<file path="src/verilog/axil_iob_params.svh">
/* bus widths, register count and wait states
   shared by the AXI4-Lite to IOb bridge and the register bank */

`ifndef AXIL_IOB_PARAMS_SVH
`define AXIL_IOB_PARAMS_SVH

// byte addressed, same width on AXI4-Lite and IOb
`define AXIL_ADDR_W 8

`define AXIL_DATA_W 32

// one strobe bit per data byte
`define AXIL_STRB_W (`AXIL_DATA_W / 8)

// register bank size in words
`define REGBANK_N 8

// cycles the bank waits before iob_ready, at least 1
`define REGBANK_WAIT 2

`endif
</file>
<file path="src/verilog/axil_iob_pkg.sv">
/* IOb address type, raw word view and decoded field view */

`include "axil_iob_params.svh"

package axil_iob_pkg;

   // field view used by the register bank
   typedef struct packed {
      logic [`AXIL_ADDR_W-6:0] page;     // nonzero means unmapped
      logic [2:0]              index;    // register select
      logic [1:0]              byte_off; // word aligned, not decoded
   } iob_addr_fields_t;

   // bridge moves the word, bank looks at the fields
   typedef union packed {
      logic [`AXIL_ADDR_W-1:0] word;
      iob_addr_fields_t        f;
   } iob_addr_u;

endpackage

</file>
<file path="src/verilog/axil_iob_top.sv">
/* AXI4-Lite slave made of the IOb bridge and the register bank */

`timescale 1ns/10ps
`include "axil_iob_params.svh"

module axil_iob_top
   import axil_iob_pkg::*;
(
   input  logic                   clk_i,
   input  logic                   reset_i,

   input  logic [`AXIL_ADDR_W-1:0] axil_awaddr_i,
   input  logic                   axil_awvalid_i,
   output logic                   axil_awready_o,
   input  logic [`AXIL_DATA_W-1:0] axil_wdata_i,
   input  logic [`AXIL_STRB_W-1:0] axil_wstrb_i,
   input  logic                   axil_wvalid_i,
   output logic                   axil_wready_o,
   output logic [1:0]             axil_bresp_o,
   output logic                   axil_bvalid_o,
   input  logic                   axil_bready_i,
   input  logic [`AXIL_ADDR_W-1:0] axil_araddr_i,
   input  logic                   axil_arvalid_i,
   output logic                   axil_arready_o,
   output logic [`AXIL_DATA_W-1:0] axil_rdata_o,
   output logic [1:0]             axil_rresp_o,
   output logic                   axil_rvalid_o,
   input  logic                   axil_rready_i
);

   // iob link
   logic                    iob_valid;
   iob_addr_u               iob_addr;
   logic [`AXIL_DATA_W-1:0] iob_wdata;
   logic [`AXIL_STRB_W-1:0] iob_wstrb;
   logic                    iob_ready;
   logic                    iob_rvalid;
   logic [`AXIL_DATA_W-1:0] iob_rdata;

   axil2iob_bridge bridge0 (
      .clk_i          (clk_i),
      .reset_i        (reset_i),
      .axil_awaddr_i  (axil_awaddr_i),
      .axil_awvalid_i (axil_awvalid_i),
      .axil_awready_o (axil_awready_o),
      .axil_wdata_i   (axil_wdata_i),
      .axil_wstrb_i   (axil_wstrb_i),
      .axil_wvalid_i  (axil_wvalid_i),
      .axil_wready_o  (axil_wready_o),
      .axil_bresp_o   (axil_bresp_o),
      .axil_bvalid_o  (axil_bvalid_o),
      .axil_bready_i  (axil_bready_i),
      .axil_araddr_i  (axil_araddr_i),
      .axil_arvalid_i (axil_arvalid_i),
      .axil_arready_o (axil_arready_o),
      .axil_rdata_o   (axil_rdata_o),
      .axil_rresp_o   (axil_rresp_o),
      .axil_rvalid_o  (axil_rvalid_o),
      .axil_rready_i  (axil_rready_i),
      .iob_valid_o    (iob_valid),
      .iob_addr_o     (iob_addr),
      .iob_wdata_o    (iob_wdata),
      .iob_wstrb_o    (iob_wstrb),
      .iob_ready_i    (iob_ready),
      .iob_rvalid_i   (iob_rvalid),
      .iob_rdata_i    (iob_rdata)
   );

   iob_regbank regbank0 (
      .clk_i        (clk_i),
      .reset_i      (reset_i),
      .iob_valid_i  (iob_valid),
      .iob_addr_i   (iob_addr),
      .iob_wdata_i  (iob_wdata),
      .iob_wstrb_i  (iob_wstrb),
      .iob_ready_o  (iob_ready),
      .iob_rvalid_o (iob_rvalid),
      .iob_rdata_o  (iob_rdata)
   );

endmodule

</file>
<file path="src/verilog/iob_regbank.sv">
/* IOb register bank, REGBANK_N words with byte strobes,
   wait states before ready and read data one cycle later */

`timescale 1ns/10ps
`include "axil_iob_params.svh"

module iob_regbank
   import axil_iob_pkg::*;
(
   input  logic                   clk_i,
   input  logic                   reset_i,

   input  logic                   iob_valid_i,
   input  iob_addr_u              iob_addr_i,
   input  logic [`AXIL_DATA_W-1:0] iob_wdata_i,
   input  logic [`AXIL_STRB_W-1:0] iob_wstrb_i,

   output logic                   iob_ready_o,
   output logic                   iob_rvalid_o,
   output logic [`AXIL_DATA_W-1:0] iob_rdata_o
);

   localparam int CNT_W = $clog2(`REGBANK_WAIT + 1);

   logic [`AXIL_DATA_W-1:0] regs [`REGBANK_N];
   logic [CNT_W-1:0]        wait_cnt;
   logic                    accept;
   logic                    is_write;
   logic                    mapped;
   logic                    rd_pend; // ready cycle of a read

   // last wait cycle, command is taken on this edge
   assign accept   = iob_valid_i & ~iob_ready_o &
                     (wait_cnt == CNT_W'(`REGBANK_WAIT - 1));
   assign is_write = |iob_wstrb_i;
   assign mapped   = (iob_addr_i.f.page == '0);

   // pacing of ready and rvalid
   always_ff @(posedge clk_i) begin
      if (reset_i) begin
         wait_cnt     <= '0;
         iob_ready_o  <= 1'b0;
         rd_pend      <= 1'b0;
         iob_rvalid_o <= 1'b0;
      end else begin
         iob_ready_o  <= accept;
         rd_pend      <= accept & ~is_write;
         iob_rvalid_o <= rd_pend;
         if (iob_valid_i && !iob_ready_o && !accept) begin
            wait_cnt <= wait_cnt + 1'b1;
         end else begin
            wait_cnt <= '0; // also idle while valid drops after ready
         end
      end
   end

   // strobed writes, unmapped ones dropped
   always_ff @(posedge clk_i) begin
      if (reset_i) begin
         for (int i = 0; i < `REGBANK_N; i++) begin
            regs[i] <= '0;
         end
      end else if (accept && is_write && mapped) begin
         for (int b = 0; b < `AXIL_STRB_W; b++) begin
            if (iob_wstrb_i[b]) begin
               regs[iob_addr_i.f.index][8*b +: 8] <= iob_wdata_i[8*b +: 8];
            end
         end
      end
   end

   // read data held until the next read
   always_ff @(posedge clk_i) begin
      if (accept && !is_write) begin
         iob_rdata_o <= mapped ? regs[iob_addr_i.f.index] : '0;
      end
   end

endmodule

</file>
<file path="src/verilog/axil2iob_bridge.sv">
/* AXI4-Lite slave to IOb master bridge
   one transaction at a time, every output registered */

`timescale 1ns/10ps
`include "axil_iob_params.svh"

module axil2iob_bridge
   import axil_iob_pkg::*;
(
   input  logic                   clk_i,
   input  logic                   reset_i,

   // axi write address
   input  logic [`AXIL_ADDR_W-1:0] axil_awaddr_i,
   input  logic                   axil_awvalid_i,
   output logic                   axil_awready_o,
   // axi write data
   input  logic [`AXIL_DATA_W-1:0] axil_wdata_i,
   input  logic [`AXIL_STRB_W-1:0] axil_wstrb_i,
   input  logic                   axil_wvalid_i,
   output logic                   axil_wready_o,
   // axi write response
   output logic [1:0]             axil_bresp_o,
   output logic                   axil_bvalid_o,
   input  logic                   axil_bready_i,
   // axi read address
   input  logic [`AXIL_ADDR_W-1:0] axil_araddr_i,
   input  logic                   axil_arvalid_i,
   output logic                   axil_arready_o,
   // axi read data
   output logic [`AXIL_DATA_W-1:0] axil_rdata_o,
   output logic [1:0]             axil_rresp_o,
   output logic                   axil_rvalid_o,
   input  logic                   axil_rready_i,

   // iob command
   output logic                   iob_valid_o,
   output iob_addr_u              iob_addr_o,
   output logic [`AXIL_DATA_W-1:0] iob_wdata_o,
   output logic [`AXIL_STRB_W-1:0] iob_wstrb_o,
   // iob response
   input  logic                   iob_ready_i,
   input  logic                   iob_rvalid_i,
   input  logic [`AXIL_DATA_W-1:0] iob_rdata_i
);

   localparam logic [2:0] IDLE_ST   = 3'd0;
   localparam logic [2:0] W_DATA_ST = 3'd1; // address taken, waiting wvalid
   localparam logic [2:0] W_IOB_ST  = 3'd2;
   localparam logic [2:0] W_RESP_ST = 3'd3;
   localparam logic [2:0] R_IOB_ST  = 3'd4;
   localparam logic [2:0] R_DATA_ST = 3'd5;
   localparam logic [2:0] R_RESP_ST = 3'd6;

   localparam logic [1:0] RESP_OKAY = 2'b00;

   logic [2:0]              pc;
   logic [2:0]              pc_nxt;

   logic                    awready_nxt;
   logic                    wready_nxt;
   logic                    arready_nxt;
   logic                    bvalid_nxt;
   logic                    rvalid_nxt;
   logic [`AXIL_DATA_W-1:0] rdata_nxt;

   logic                    iob_valid_nxt;
   iob_addr_u               iob_addr_nxt;
   logic [`AXIL_DATA_W-1:0] iob_wdata_nxt;
   logic [`AXIL_STRB_W-1:0] iob_wstrb_nxt;

   // no error responses
   assign axil_bresp_o = RESP_OKAY;
   assign axil_rresp_o = RESP_OKAY;

   always_comb begin
      pc_nxt        = pc;
      awready_nxt   = 1'b0; // readies are single cycle pulses
      wready_nxt    = 1'b0;
      arready_nxt   = 1'b0;
      bvalid_nxt    = axil_bvalid_o;
      rvalid_nxt    = axil_rvalid_o;
      rdata_nxt     = axil_rdata_o;
      iob_valid_nxt = iob_valid_o;
      iob_addr_nxt  = iob_addr_o;
      iob_wdata_nxt = iob_wdata_o;
      iob_wstrb_nxt = iob_wstrb_o;

      case (pc)
         IDLE_ST: begin
            if (axil_arvalid_i) begin // read wins a tie
               arready_nxt       = 1'b1;
               iob_valid_nxt     = 1'b1;
               iob_addr_nxt.word = axil_araddr_i;
               iob_wstrb_nxt     = '0; // zero strobe is a read
               pc_nxt            = R_IOB_ST;
            end else if (axil_awvalid_i) begin
               awready_nxt       = 1'b1;
               iob_addr_nxt.word = axil_awaddr_i;
               if (axil_wvalid_i) begin
                  wready_nxt    = 1'b1;
                  iob_valid_nxt = 1'b1;
                  iob_wdata_nxt = axil_wdata_i;
                  iob_wstrb_nxt = axil_wstrb_i;
                  pc_nxt        = W_IOB_ST;
               end else begin
                  pc_nxt = W_DATA_ST;
               end
            end
         end
         W_DATA_ST: begin
            if (axil_wvalid_i) begin
               wready_nxt    = 1'b1;
               iob_valid_nxt = 1'b1;
               iob_wdata_nxt = axil_wdata_i;
               iob_wstrb_nxt = axil_wstrb_i;
               pc_nxt        = W_IOB_ST;
            end
         end
         W_IOB_ST: begin
            if (iob_ready_i) begin
               iob_valid_nxt = 1'b0;
               bvalid_nxt    = 1'b1;
               pc_nxt        = W_RESP_ST;
            end
         end
         W_RESP_ST: begin
            if (axil_bready_i) begin
               bvalid_nxt = 1'b0;
               pc_nxt     = IDLE_ST;
            end
         end
         R_IOB_ST: begin
            if (iob_ready_i) begin
               iob_valid_nxt = 1'b0;
               pc_nxt        = R_DATA_ST;
            end
         end
         R_DATA_ST: begin
            if (iob_rvalid_i) begin
               rvalid_nxt = 1'b1;
               rdata_nxt  = iob_rdata_i;
               pc_nxt     = R_RESP_ST;
            end
         end
         R_RESP_ST: begin
            if (axil_rready_i) begin // rdata held until here
               rvalid_nxt = 1'b0;
               pc_nxt     = IDLE_ST;
            end
         end
         default: begin
            pc_nxt = IDLE_ST;
         end
      endcase
   end

   always_ff @(posedge clk_i) begin
      // payload
      iob_addr_o   <= iob_addr_nxt;
      iob_wdata_o  <= iob_wdata_nxt;
      iob_wstrb_o  <= iob_wstrb_nxt;
      axil_rdata_o <= rdata_nxt;

      if (reset_i) begin
         pc             <= IDLE_ST;
         axil_awready_o <= 1'b0;
         axil_wready_o  <= 1'b0;
         axil_arready_o <= 1'b0;
         axil_bvalid_o  <= 1'b0;
         axil_rvalid_o  <= 1'b0;
         iob_valid_o    <= 1'b0;
      end else begin
         pc             <= pc_nxt;
         axil_awready_o <= awready_nxt;
         axil_wready_o  <= wready_nxt;
         axil_arready_o <= arready_nxt;
         axil_bvalid_o  <= bvalid_nxt;
         axil_rvalid_o  <= rvalid_nxt;
         iob_valid_o    <= iob_valid_nxt;
      end
   end

endmodule

</file>
<file path="config.mk">
export PLATFORM = sky130hd
export DESIGN_NAME = axil_iob_top
export DESIGN_NICKNAME = d
export VERILOG_FILES = /design/src/verilog/axil_iob_pkg.sv /design/src/verilog/axil_iob_top.sv /design/src/verilog/iob_regbank.sv /design/src/verilog/axil2iob_bridge.sv
export VERILOG_INCLUDE_DIRS = /design/src /design/src/verilog
export SDC_FILE = /design/constraint.sdc
export NUM_CORES = 1
export LEC_CHECK = 0
export CAP_MARGIN = 25
export CORE_MARGIN = 2
export CORE_UTILIZATION = 40
export DETAILED_ROUTE_END_ITERATION = 16
export DONT_BUFFER_PORTS = 1
export GPL_TIMING_DRIVEN = 0
export PLACE_DENSITY = 0.52
export SLEW_MARGIN = 40
export SYNTH_ARGS = -nofsm -noshare
export SYNTH_HDL_FRONTEND = slang
export SYNTH_HIERARCHICAL = 1
export SYNTH_SLANG_ARGS = --single-unit
</file>
<file path="constraint.sdc">
create_clock -name clk_i -period 6.5 [get_ports clk_i]
set_input_delay 0.65 -clock clk_i [delete_from_list [all_inputs] [get_ports clk_i]]
set_output_delay 0.65 -clock clk_i [all_outputs]
set_load 0.05 [all_outputs]
</file>
-- Word level (Yosys, flattened, before mapping)
Memory sizes are Yosys's and may differ from the RTL's. A register that Yosys moved wholly into a read port is not among the register bits.
Cells that the tools add are included.
- eq/ne operators: 17
- reductions and logical operators: 30
- mux-type cells: 58
- bitwise logic cells: 7
- add/sub/neg operators: 1
- operators with widths (cell ; count):
    32-bit two-way mux ; 4
    32-bit one-hot mux with 2 select lines ; 1
    32-bit OR reduction ; 1
    1-bit two-way mux ; 31
    3-bit two-way mux ; 9
    3-bit one-hot mux with 7 select lines ; 1
    4-bit two-way mux ; 4
    8-bit two-way mux ; 2
    3-bit AND reduction ; 4
    2-bit != test (second input constant) ; 5
    3-bit == test (second input constant) ; 3
    2-bit by 1-bit != test with 1-bit output (second input constant) ; 4
    4-bit one-hot mux with 2 select lines ; 1
    2-bit nonzero test ; 4
    7-bit AND reduction ; 1
    3-bit by 2-bit == test with 1-bit output (second input constant) ; 2
    3-bit zero test ; 2
    1-bit one-hot mux with 2 select lines ; 3
    2-bit AND reduction ; 3
    2-bit OR reduction ; 3
    1-bit logical AND ; 5
    1-bit zero test ; 4
    1-bit NOT ; 4
    4-bit OR reduction ; 1
    other kinds (9) ; 11
- memory bits (writable): 256
- register bits after elaboration: 90
- memories kept: 1
- memory list (memory ; words ; bits a word ; rd ports ; clocked after memory_dff ; write ports ; RTL line ; RTL):
    regbank0.regs ; 8 ; 32 ; 1 ; 1 ; 8 ; iob_regbank.sv:25 ; logic [`AXIL_DATA_W-1:0] regs [`REGBANK_N];

-- Logic depth before layout (Yosys ltp)
Gate-level depths: netlist of run 1.
- word-level depth: 10
- gate-level depth with buffers: 8
- mapped depth without buffers: 6

-- Modules after synthesis
The synthesis of run 1 kept the hierarchy.
- modules (own cells, without submodules) (module ; cells each ; instances ; area each (µm²)):
    iob_regbank ; 943 ; 1 ; 12615.8
    axil2iob_bridge ; 171 ; 1 ; 3071.7

-- Worst setup path after synthesis of run 1
OpenSTA, ideal clock, no wires.
- path type: input to register
- from: in axil_wvalid_i
- to: reg bridge0.iob_wdata_o[0] (enable)
- setup time: 472 ps
- path slack: 2610 ps
- data required time: 6028 ps
- arrival time: 3418 ps
- cell stages on the path: 3
- cells stage by stage: buf_6 -> nor3b_1 -> a21boi_0
- RTL lines (item ; RTL line ; RTL):
    start, declared ; axil_iob_top.sv:17 ; input logic axil_wvalid_i,
    end signal, assigned ; axil2iob_bridge.sv:161 ; iob_wdata_o <= iob_wdata_nxt;
    end, declared ; axil2iob_bridge.sv:39 ; output logic [`AXIL_DATA_W-1:0] iob_wdata_o,

-- Worst setup path in the final report of run 1
- from: reg bridge0.iob_wstrb_o[1]
- to: reg regbank0.iob_rdata_o[7], read port of regbank0.regs (enable)
- cells in the longest elaborated chain, start to end: 3
- RTL lines (item ; RTL line ; RTL):
    start, declared ; axil2iob_bridge.sv:40 ; output logic [`AXIL_STRB_W-1:0] iob_wstrb_o,
    start signal, assigned ; axil2iob_bridge.sv:162 ; iob_wstrb_o <= iob_wstrb_nxt;
    4-bit OR reduction ; iob_regbank.sv:35 ; assign is_write = |iob_wstrb_i;
    1-bit zero test ; iob_regbank.sv:74 ; if (accept && !is_write) begin
    1-bit logical AND ; iob_regbank.sv:74 ;
    end, declared ; iob_regbank.sv:20 ; output logic [`AXIL_DATA_W-1:0] iob_rdata_o
No other way between the ends.
A chain may end at the register's enable or synchronous reset.

==> results of run 1 <==
-- routing by layer --
layer	vias up	part of all wire (%)	GRT usage, %
met4	0	3.5	9.19
li1	4248	-	-
met5	-	0	0
met2	414	47	35.8
met3	95	6.8	3.45
met1	4820	42	30.4
-- sequential cells by signal, indices dropped and copies added (netlist names) --
signal / count
regbank0/regs: 256
bridge0/axil_rdata_o: 32
bridge0/iob_wdata_o: 32
regbank0/iob_rdata_o: 32
bridge0/iob_addr_o: 6
bridge0/iob_wstrb_o: 4
bridge0/pc: 3
regbank0/wait_cnt: 2
bridge0/axil_arready_o: 1
bridge0/axil_awready_o: 1
bridge0/axil_bvalid_o: 1
bridge0/axil_rvalid_o: 1
bridge0/axil_wready_o: 1
bridge0/iob_valid_o: 1
regbank0/iob_ready_o: 1
regbank0/iob_rvalid_o: 1
regbank0/rd_pend: 1
-- power by group --
| part | total (mW) | switching, mW | internal [mW] |
|---|---|---|---|
| registers | 2.88 | 0.0796 | 2.80 |
| clock network | 2.22 | 0.934 | 1.28 |
| logic | 1.17 | 0.792 | 0.378 |
-- critical path, cell delays in order (launching register included) --
cell,delay [ns]
edfxtp_1,0.48
clkbuf_1,0.26
or4_1,0.68
nor2_4,0.41
buf_16,0.21
buf_16,0.16
-- final cells by class --
cell class	count	area [sq um]	share of cell area [%]
Sequential cell	376	11200	63.0
Multi-Input combinational cell	640	3980	22.5
Clock buffer	51	1110	6.25
Tap cell	518	648	3.66
Buffer	92	497	2.81
Clock inverter	25	161	0.912
Timing Repair Buffer	6	128	0.721
Inverter	5	18.8	0.106
-- cell usage in the layout (no fill, tap or decap), drive strengths merged, types with 10 or more instances in the layout --
cell and instances:
edfxtp 362, nor2 283, clkbuf 77, nand2 72
buf 72, a21oi 44, a22oi 38, a221oi 38
a31o 33, mux4 26, clkinv 22, o21a 21
dfxtp 14, and2 12, a22o 11, nor2b 10
-- worst max path at each step --
stage | endpoint | slack (ns)
after global routing | regbank0/iob_rdata_o[13]$_SDFFCE_PP0P_ | 3.90
after global placement | bridge0/iob_wdata_o[2]$_DFFE_PP_ | -0.01
after CTS | regbank0/iob_rdata_o[13]$_SDFFCE_PP0P_ | 3.96
final | regbank0/iob_rdata_o[7]$_SDFFCE_PP0P_ | 3.99
after detailed placement | regbank0/regs[3][20]$_SDFFCE_PN0P_ | 3.89
after floorplan | bridge0/iob_wdata_o[0]$_DFFE_PP_ | 2.61
-- stage by stage --
stage | utilization, % | setup TNS [ns] | hold slack [ns]
global placement | 42.2 | -0.159 | 0.404
floorplan | - | 0 | 0.396
global route | 45.9 | 0 | 0.146
CTS | 45.9 | 0 | 0.132
detailed placement | 42.6 | 0 | 0.406
finish | 45.9 | 0 | 0.164
==> impl_metrics.toml, run 1 <==
[clocking]
cts_tree = "yes"
cts-root-buf = "clkbuf_16"
cts_sinks = 376
path_clk_slew_ns = 0.06
numCtsBuffers = 42
insertion_delay_ns = 0.56
hold_buffers = 0
postCtsSetupBuffers = 0
htree_num_levels = 2
clock_path_buffers = 3
ctsResizeCount = 0

[critical_path]
r2r-start = "bridge0/iob_wstrb_o[1]$_DFFE_PP_"
r2r_end = "regbank0/iob_rdata_o[7]$_SDFFCE_PP0P_"
start_kind = "flip-flop"
crit_start = "bridge0/iob_wstrb_o[1]$_DFFE_PP_"
r2r_slack_ns = 3.99
arrival_ns = 2.77
path_max_fanout = 15
crit_path_end_kind = "flip-flop"
critical_path_class = "reg -> reg"
cp.required_ns = 6.76
worst_r2r_path_depth = 5

[worst_hold_path]
hp-class = "in -> reg"
min_to = "bridge0/axil_wready_o$_SDFF_PP0_"
hold_depth = 1
min_from = "reset_i"

[floorplan]
core-area_sq_um = 38600
pin_count = 100
die_width_microns = 202
start_util_pct = 40.5
rows = 72
die-area_sq_um = 40600
dieHeight_microns = 202

[power_and_ir_drop]
p_leak_nw = 5.80
ir_drop_v = 0.000222
total_power_mw = 6.26
power_density_nw_per_um2 = 354

[synthesis]
syn_inst = 1110
syn_area_per_cell_sq_um = 14.1
synth_warnings = 6
syn_area_sq_um = 15600

[final_layout]
area_growth_pct = 13.4
diodes = 0
layout.cells.non_filler = 1713
final_nets = 1223
fin_area_sq_um = 17700
fillers = 3498
drive_gt1_share_pct = 16.5

[detailed_routing]
wl_microns = 44600
dr_total_vias = 9577
remaining_drc_errors = 0
via_per_inst = 5.59
routedWlPerCell_microns = 26.1
firstDrtPassIters = 7
drtIter0Drc = 972
drtAntennaViolNets = 0

[placed_design]
gp_congestion = 0.817
dp_hpwl_microns = 29100
io_buffers = 0
dpl.cell_count = 1637
place_ws_ns = 3.89
dpl_cell_area_sq_um = 16400

[timing]
rsz0062_at_grt = "false"
hold_viol_final = 0
setup_ws_ns = 3.99
report.final.slew_viol_count = 0
relSlewSlack_pct = 42.8
fin_crit_sh_pct = 38.7
setup_viol = 0
tightest_slew_ns = 0.858
final.min_clock_period_ns = 2.51
fmax_ghz = 0.398
skew_ns = 0.0103

[flow_run]
cap_violations = 0

[global_routing]
antenna_found_initial = 0
grt_start_max_net_pins = 17
grt_first_pass_wirelength_microns = 64600
grt.overflow.total = 0
grt_use_total_pct = 22.3
grt_pass1_vias = 9588

[status]
status = "finished, final reports clean"
Note: power is estimated with default switching activity, not from simulation.
==> run 2, diff against run 1 <==
==> constraint.sdc (replaced) <==
create_clock -name clk_i -period 2.6 [get_ports clk_i]
set_input_delay 0.26 -clock clk_i [delete_from_list [all_inputs] [get_ports clk_i]]
set_output_delay 0.26 -clock clk_i [all_outputs]
set_load 0.05 [all_outputs]
==> run 2 against run 1 <==
Effect of this change:
- clock power grew to 2.7 times the previous value
- power grew to 2.6 times the previous value
- non-clock buffer count grew 55
- count of clock-buffer cells in the layout grew 5
- fmax grew 1.0%
- critical path type unchanged
==> impl_metrics.toml, run 2 (synthesis gave the netlist of run 1 again) <==
[placed_design]
dp_hpwl_microns = 29200
io_buffers = 0
dpl.cell_count = 1637
gp_congestion = 0.817
dpl_cell_area_sq_um = 16400
place_ws_ns = 0.0722

[critical_path]
arrival_ns = 2.79
crit_start = "bridge0/iob_addr_o[4]$_DFFE_PP_"
path_max_fanout = 10
cp.required_ns = 2.90
start_kind = "flip-flop"
r2r-start = "bridge0/iob_addr_o[4]$_DFFE_PP_"
crit_path_end_kind = "flip-flop"
critical_path_class = "reg -> reg"

[final_layout]
seqCellArea_sq_um = 11200
multi_input_area_sq_um = 3980
fin_area_sq_um = 18300
fillers = 3464
largest_reg_flops = 256
regMostFlops = "regbank0/regs"
diodes = 0
area_growth_pct = 17.4
final_nets = 1278
final_core_util_pct = 47.5
final_common_cell = "edfxtp_1"
drive_gt1_share_pct = 16.4
layout_common_cells = "362 x edfxtp_1, 279 x nor2_1, 68 x nand2_1"
layout.cells.non_filler = 1770

[power_and_ir_drop]
p_leak_nw = 6.07
ir_drop_v = 0.000414
power_density_nw_per_um2 = 882
total_power_mw = 16.2

[global_routing]
use_met1_pct = 31.0
grt_pass1_vias = 9921
use_met2_pct = 36.9
use_met3_pct = 4.18
grt_most_used_layer = "met2"
grt_use_total_pct = 22.7
grt_first_pass_wirelength_microns = 66400
antenna_found_initial = 0
grt.overflow.total = 0
grt_start_max_net_pins = 18

[timing]
fin_crit_sh_pct = 95.7
relSlewSlack_pct = 43.2
finalSetupTns_ns = 0
report.final.slew_viol_count = 0
whs_ns = 0.0674
hold_viol_final = 0
setup_viol = 0
skew_ns = 0.0137
setup_ws_ns = 0.112
tightest_slew_ns = 0.852
final.min_clock_period_ns = 2.49
fmax_ghz = 0.402
rsz0062_at_grt = "false"

[clocking]
path_clk_slew_ns = 0.06
cts_tree = "yes"
clock_path_buffers = 3
htree_num_levels = 2
cts-root-buf = "clkbuf_16"
insertion_delay_ns = 0.56
numCtsBuffers = 42
cts_sinks = 376

[floorplan]
die_width_microns = 202
dieHeight_microns = 202
start_util_pct = 40.5
pin_count = 100
rows = 72
die-area_sq_um = 40600
core-area_sq_um = 38600

[detailed_routing]
wl_microns = 45500
remaining_drc_errors = 0
firstDrtPassIters = 5
routedWlPerCell_microns = 25.7
drtIter0Drc = 1033
via_per_inst = 5.60
drtAntennaViolNets = 0
dr_total_vias = 9908

[flow_run]
cap_violations = 0

[worst_hold_path]
hp-class = "in -> reg"
min_from = "axil_arvalid_i"

[status]
status = "finished, final reports clean"
[run 2: cell type report]
type                    count  area share (%)
clock inverters            22            1.12
inverters                   5           0.102
plain buffers              92            2.71
repair buffers             61            3.47
well taps                 518            3.54
multi-input cells         640            21.7
flip-flops and latches    376            60.8
clock buffers              56            6.48
[run 2: critical path, stage by stage (launching register included)]
cell and delay, ns:
edfxtp_1 0.46, buf_2 0.36, buf_2 0.40, clkbuf_1 0.60, a21oi_1 0.16, o21a_1 0.24
[run 2: what timing repair did]
action                     CTS  global route
hold endpoints to repair    52             0
buffers inserted             0             2
resized for setup            0             0
setup endpoints to repair    0             8
hold buffers                53             0
[run 2: power breakdown]
group / internal, mW / switching [mW]
combinational: 0.991 / 2.00
sequential: 6.99 / 0.200
clock: 3.60 / 2.37
total: 11.6 / 4.57
[run 2: routing by layer]
| layer | wire length, microns | vias up |
|---|---|---|
| met5 | 0 | - |
| met4 | 1350 | 0 |
| met3 | 2930 | 90 |
| met2 | 21800 | 394 |
| met1 | 19400 | 5065 |
| li1 | - | 4359 |
[run 2: worst paths after layout]
path                                             to  slack, ns  cells after the start
min                      bridge0/pc[0]$_SDFFE_PP0P_       0.07                      3
max          regbank0/iob_rdata_o[13]$_SDFFCE_PP0P_       0.11                      5
min reg2reg      bridge0/axil_rdata_o[21]$_DFFE_PP_       0.42                      0
max reg2reg  regbank0/iob_rdata_o[13]$_SDFFCE_PP0P_       0.11                      5
==> run 3, diff against run 2 <==
--- a/config.mk
+++ b/config.mk
@@ -6,12 +6,14 @@
 export SDC_FILE = /design/constraint.sdc
 export NUM_CORES = 1
 export LEC_CHECK = 0
+export ABC_AREA = 1
 export CAP_MARGIN = 25
 export CORE_MARGIN = 2
 export CORE_UTILIZATION = 40
 export DETAILED_ROUTE_END_ITERATION = 16
 export DONT_BUFFER_PORTS = 1
 export GPL_TIMING_DRIVEN = 0
+export HOLD_SLACK_MARGIN = 0.1
 export PLACE_DENSITY = 0.52
 export SLEW_MARGIN = 40
 export SYNTH_ARGS = -nofsm -noshare
==> run 3 against run 2 <==
Effect of this change:
- fmax up 0.75%
- clock skew up 0.019 ns
- power up 2.2%
- worst setup slack better by 0.018 ns
- synthesized cell count up 47%
- wire length down 4.7%
- sequential share of layout area down 3.5 points
- synthesized area up 8.0%
- critical path type unchanged
- core utilization down 0.97 points
- highest routed layer unchanged
==> impl_metrics.toml, run 3 <==
[status]
status = "finished, final reports clean"

[global_routing]
grt_start_max_net_pins = 33
antenna_found_initial = 0
grt_pass1_vias = 11200
grt.overflow.total = 0
grt_first_pass_wirelength_microns = 66000
grt_use_total_pct = 20.2

[clocking]
insertion_delay_ns = 0.57
cts_sinks = 376
clock_path_buffers = 3
numCtsBuffers = 43
cts-root-buf = "clkbuf_16"
cts_tree = "yes"
htree_num_levels = 2
path_clk_slew_ns = 0.06

[detailed_routing]
drtIter0Drc = 724
via_per_inst = 4.91
remaining_drc_errors = 0
dr_total_vias = 11300
firstDrtPassIters = 5
wl_microns = 43300
routedWlPerCell_microns = 18.8
drtAntennaViolNets = 0

[critical_path]
path_buf_inv = 1
arrival_ns = 2.66
crit_slowest_cell = "nand2_1"
critical_path_class = "reg -> reg"
slowest_delay_ns = 0.47
crit_chain = "ha_1, nand3_2, nor2_8, inv_6, nor2_8, nand3_4, nand2_1"
crit_path_end_kind = "flip-flop"
critPathTopFamily = "simple AND/OR/NAND/NOR gates"
start_kind = "flip-flop"
cp.required_ns = 2.79
path_max_fanout = 9
crit_path_frequent_cell = "nor2_8"

[timing]
relSlewSlack_pct = 42.1
final.min_clock_period_ns = 2.47
skew_ns = 0.0332
setup_viol = 0
hold_viol_final = 0
fmax_ghz = 0.405
tightest_slew_ns = 0.868
report.final.slew_viol_count = 0
fin_crit_sh_pct = 95.0
finalSetupTns_ns = 0
rsz0062_at_grt = "false"

[power_and_ir_drop]
power_density_nw_per_um2 = 849
total_power_mw = 16.5
p_leak_nw = 8.19
ir_drop_v = 0.000382

[synthesis]
syn_inst = 1636
synth_warnings = 6
syn_area_sq_um = 16900
syn_area_per_cell_sq_um = 10.3

[final_layout]
area_growth_pct = 15.3
layout_common_cells = "710 x nand2_1, 362 x edfxtp_1, 277 x nor2_1"
final_nets = 1802
final_common_cell = "nand2_1"
diodes = 0
regMostFlops = "regbank0/regs"
layout.cells.non_filler = 2308
fillers = 3905
drive_gt1_share_pct = 10.3
final_core_util_pct = 46.6
largest_reg_flops = 256

[worst_hold_path]
hp-class = "in -> reg"

[placed_design]
gp_congestion = 0.792
dp_hpwl_microns = 29900
dpl.cell_count = 2183
io_buffers = 0

[flow_run]
cap_violations = 0

[floorplan]
rows = 75
dieHeight_microns = 209
pin_count = 100
die_width_microns = 209
die-area_sq_um = 43800
start_util_pct = 40.4
core-area_sq_um = 41800
==> run 3: changes by cell type in the layout (fill, tap and decap cells not counted), moves of 21 or more <==
cell      previous run  this run
nand2_1             68       710
a31o_2              32         0
a22oi_1             38         0
buf_2               46        19
a221oi_1            38         0
o21a_1              21         0
inv_1                4        62
==> run 3: timing repair <==
item / 4_1_cts / 5_1_grt
hold endpoints to repair: 56 / 0
setup buffers: 0 / 0
endpoints found under the setup margin: 0 / 5
resized for setup: 0 / 1
hold buffers: 53 / 0
==> run 3: routing by layer <==
layer	wire length, microns	global-route usage, %	up-vias
met5	0	0	-
met4	1130	7.02	0
met3	2250	3.05	71
met2	21000	33.9	305
met1	18900	27.0	5418
li1	-	-	5546
==> run 3: per-stage QoR <==
step	setup slack (ns)	instance area [sq um]	hold slack (ns)
5_1_grt	0.00347	19400	0.159
2_1_floorplan	0.108	16900	0.329
3_5_place_dp	0.0611	17600	0.337
4_1_cts	0.0532	19400	0.110
6_report	0.130	19400	0.131
3_3_place_gp	-1.33	17600	0.334
==> run 3: power by group <==
group          internal [mW]  switching, mW  leakage, nW  total (mW)
clock network           3.23           2.36        0.621        5.58
logic                  0.989           2.80         3.84        3.78
registers               7.00          0.141         3.73        7.14
total                   11.2           5.29         8.19        16.5
==> run 3: layout make-up <==
class	count	area [sq um]	area share, %
inverter	71	277	1.42
clock inverter	19	165	0.849
sequential	376	11200	57.3
multi-input combinational	1120	5010	25.8
buffer	72	457	2.35
tap	539	674	3.47
clock buffer	53	1110	5.73
timing repair buffer	58	598	3.08
==> run 3: worst paths after layout <==
| path | start | to | slack [ns] | cells after the start |
|---|---|---|---|---|
| max reg2reg | regbank0/wait_cnt[0]$_SDFF_PP0_ | regbank0/regs[3][16]$_SDFFCE_PN0P_ | 0.13 | 7 |
| max | regbank0/wait_cnt[0]$_SDFF_PP0_ | regbank0/regs[3][16]$_SDFFCE_PN0P_ | 0.13 | 7 |
| min reg2reg | regbank0/iob_rdata_o[4]$_SDFFCE_PP0P_ | bridge0/axil_rdata_o[4]$_DFFE_PP_ | 0.42 | 0 |
| min | axil_rready_i | bridge0/pc[1]$_SDFFE_PP0P_ | 0.13 | 7 |
==> run 3: worst reg2reg max path, stage by stage, from the launching register on <==
cell     delay (ns)
dfxtp_1        0.34
ha_1           0.19
nand3_2        0.17
nor2_8         0.32
inv_6          0.09
nor2_8         0.28
nand3_4        0.25
nand2_1        0.47
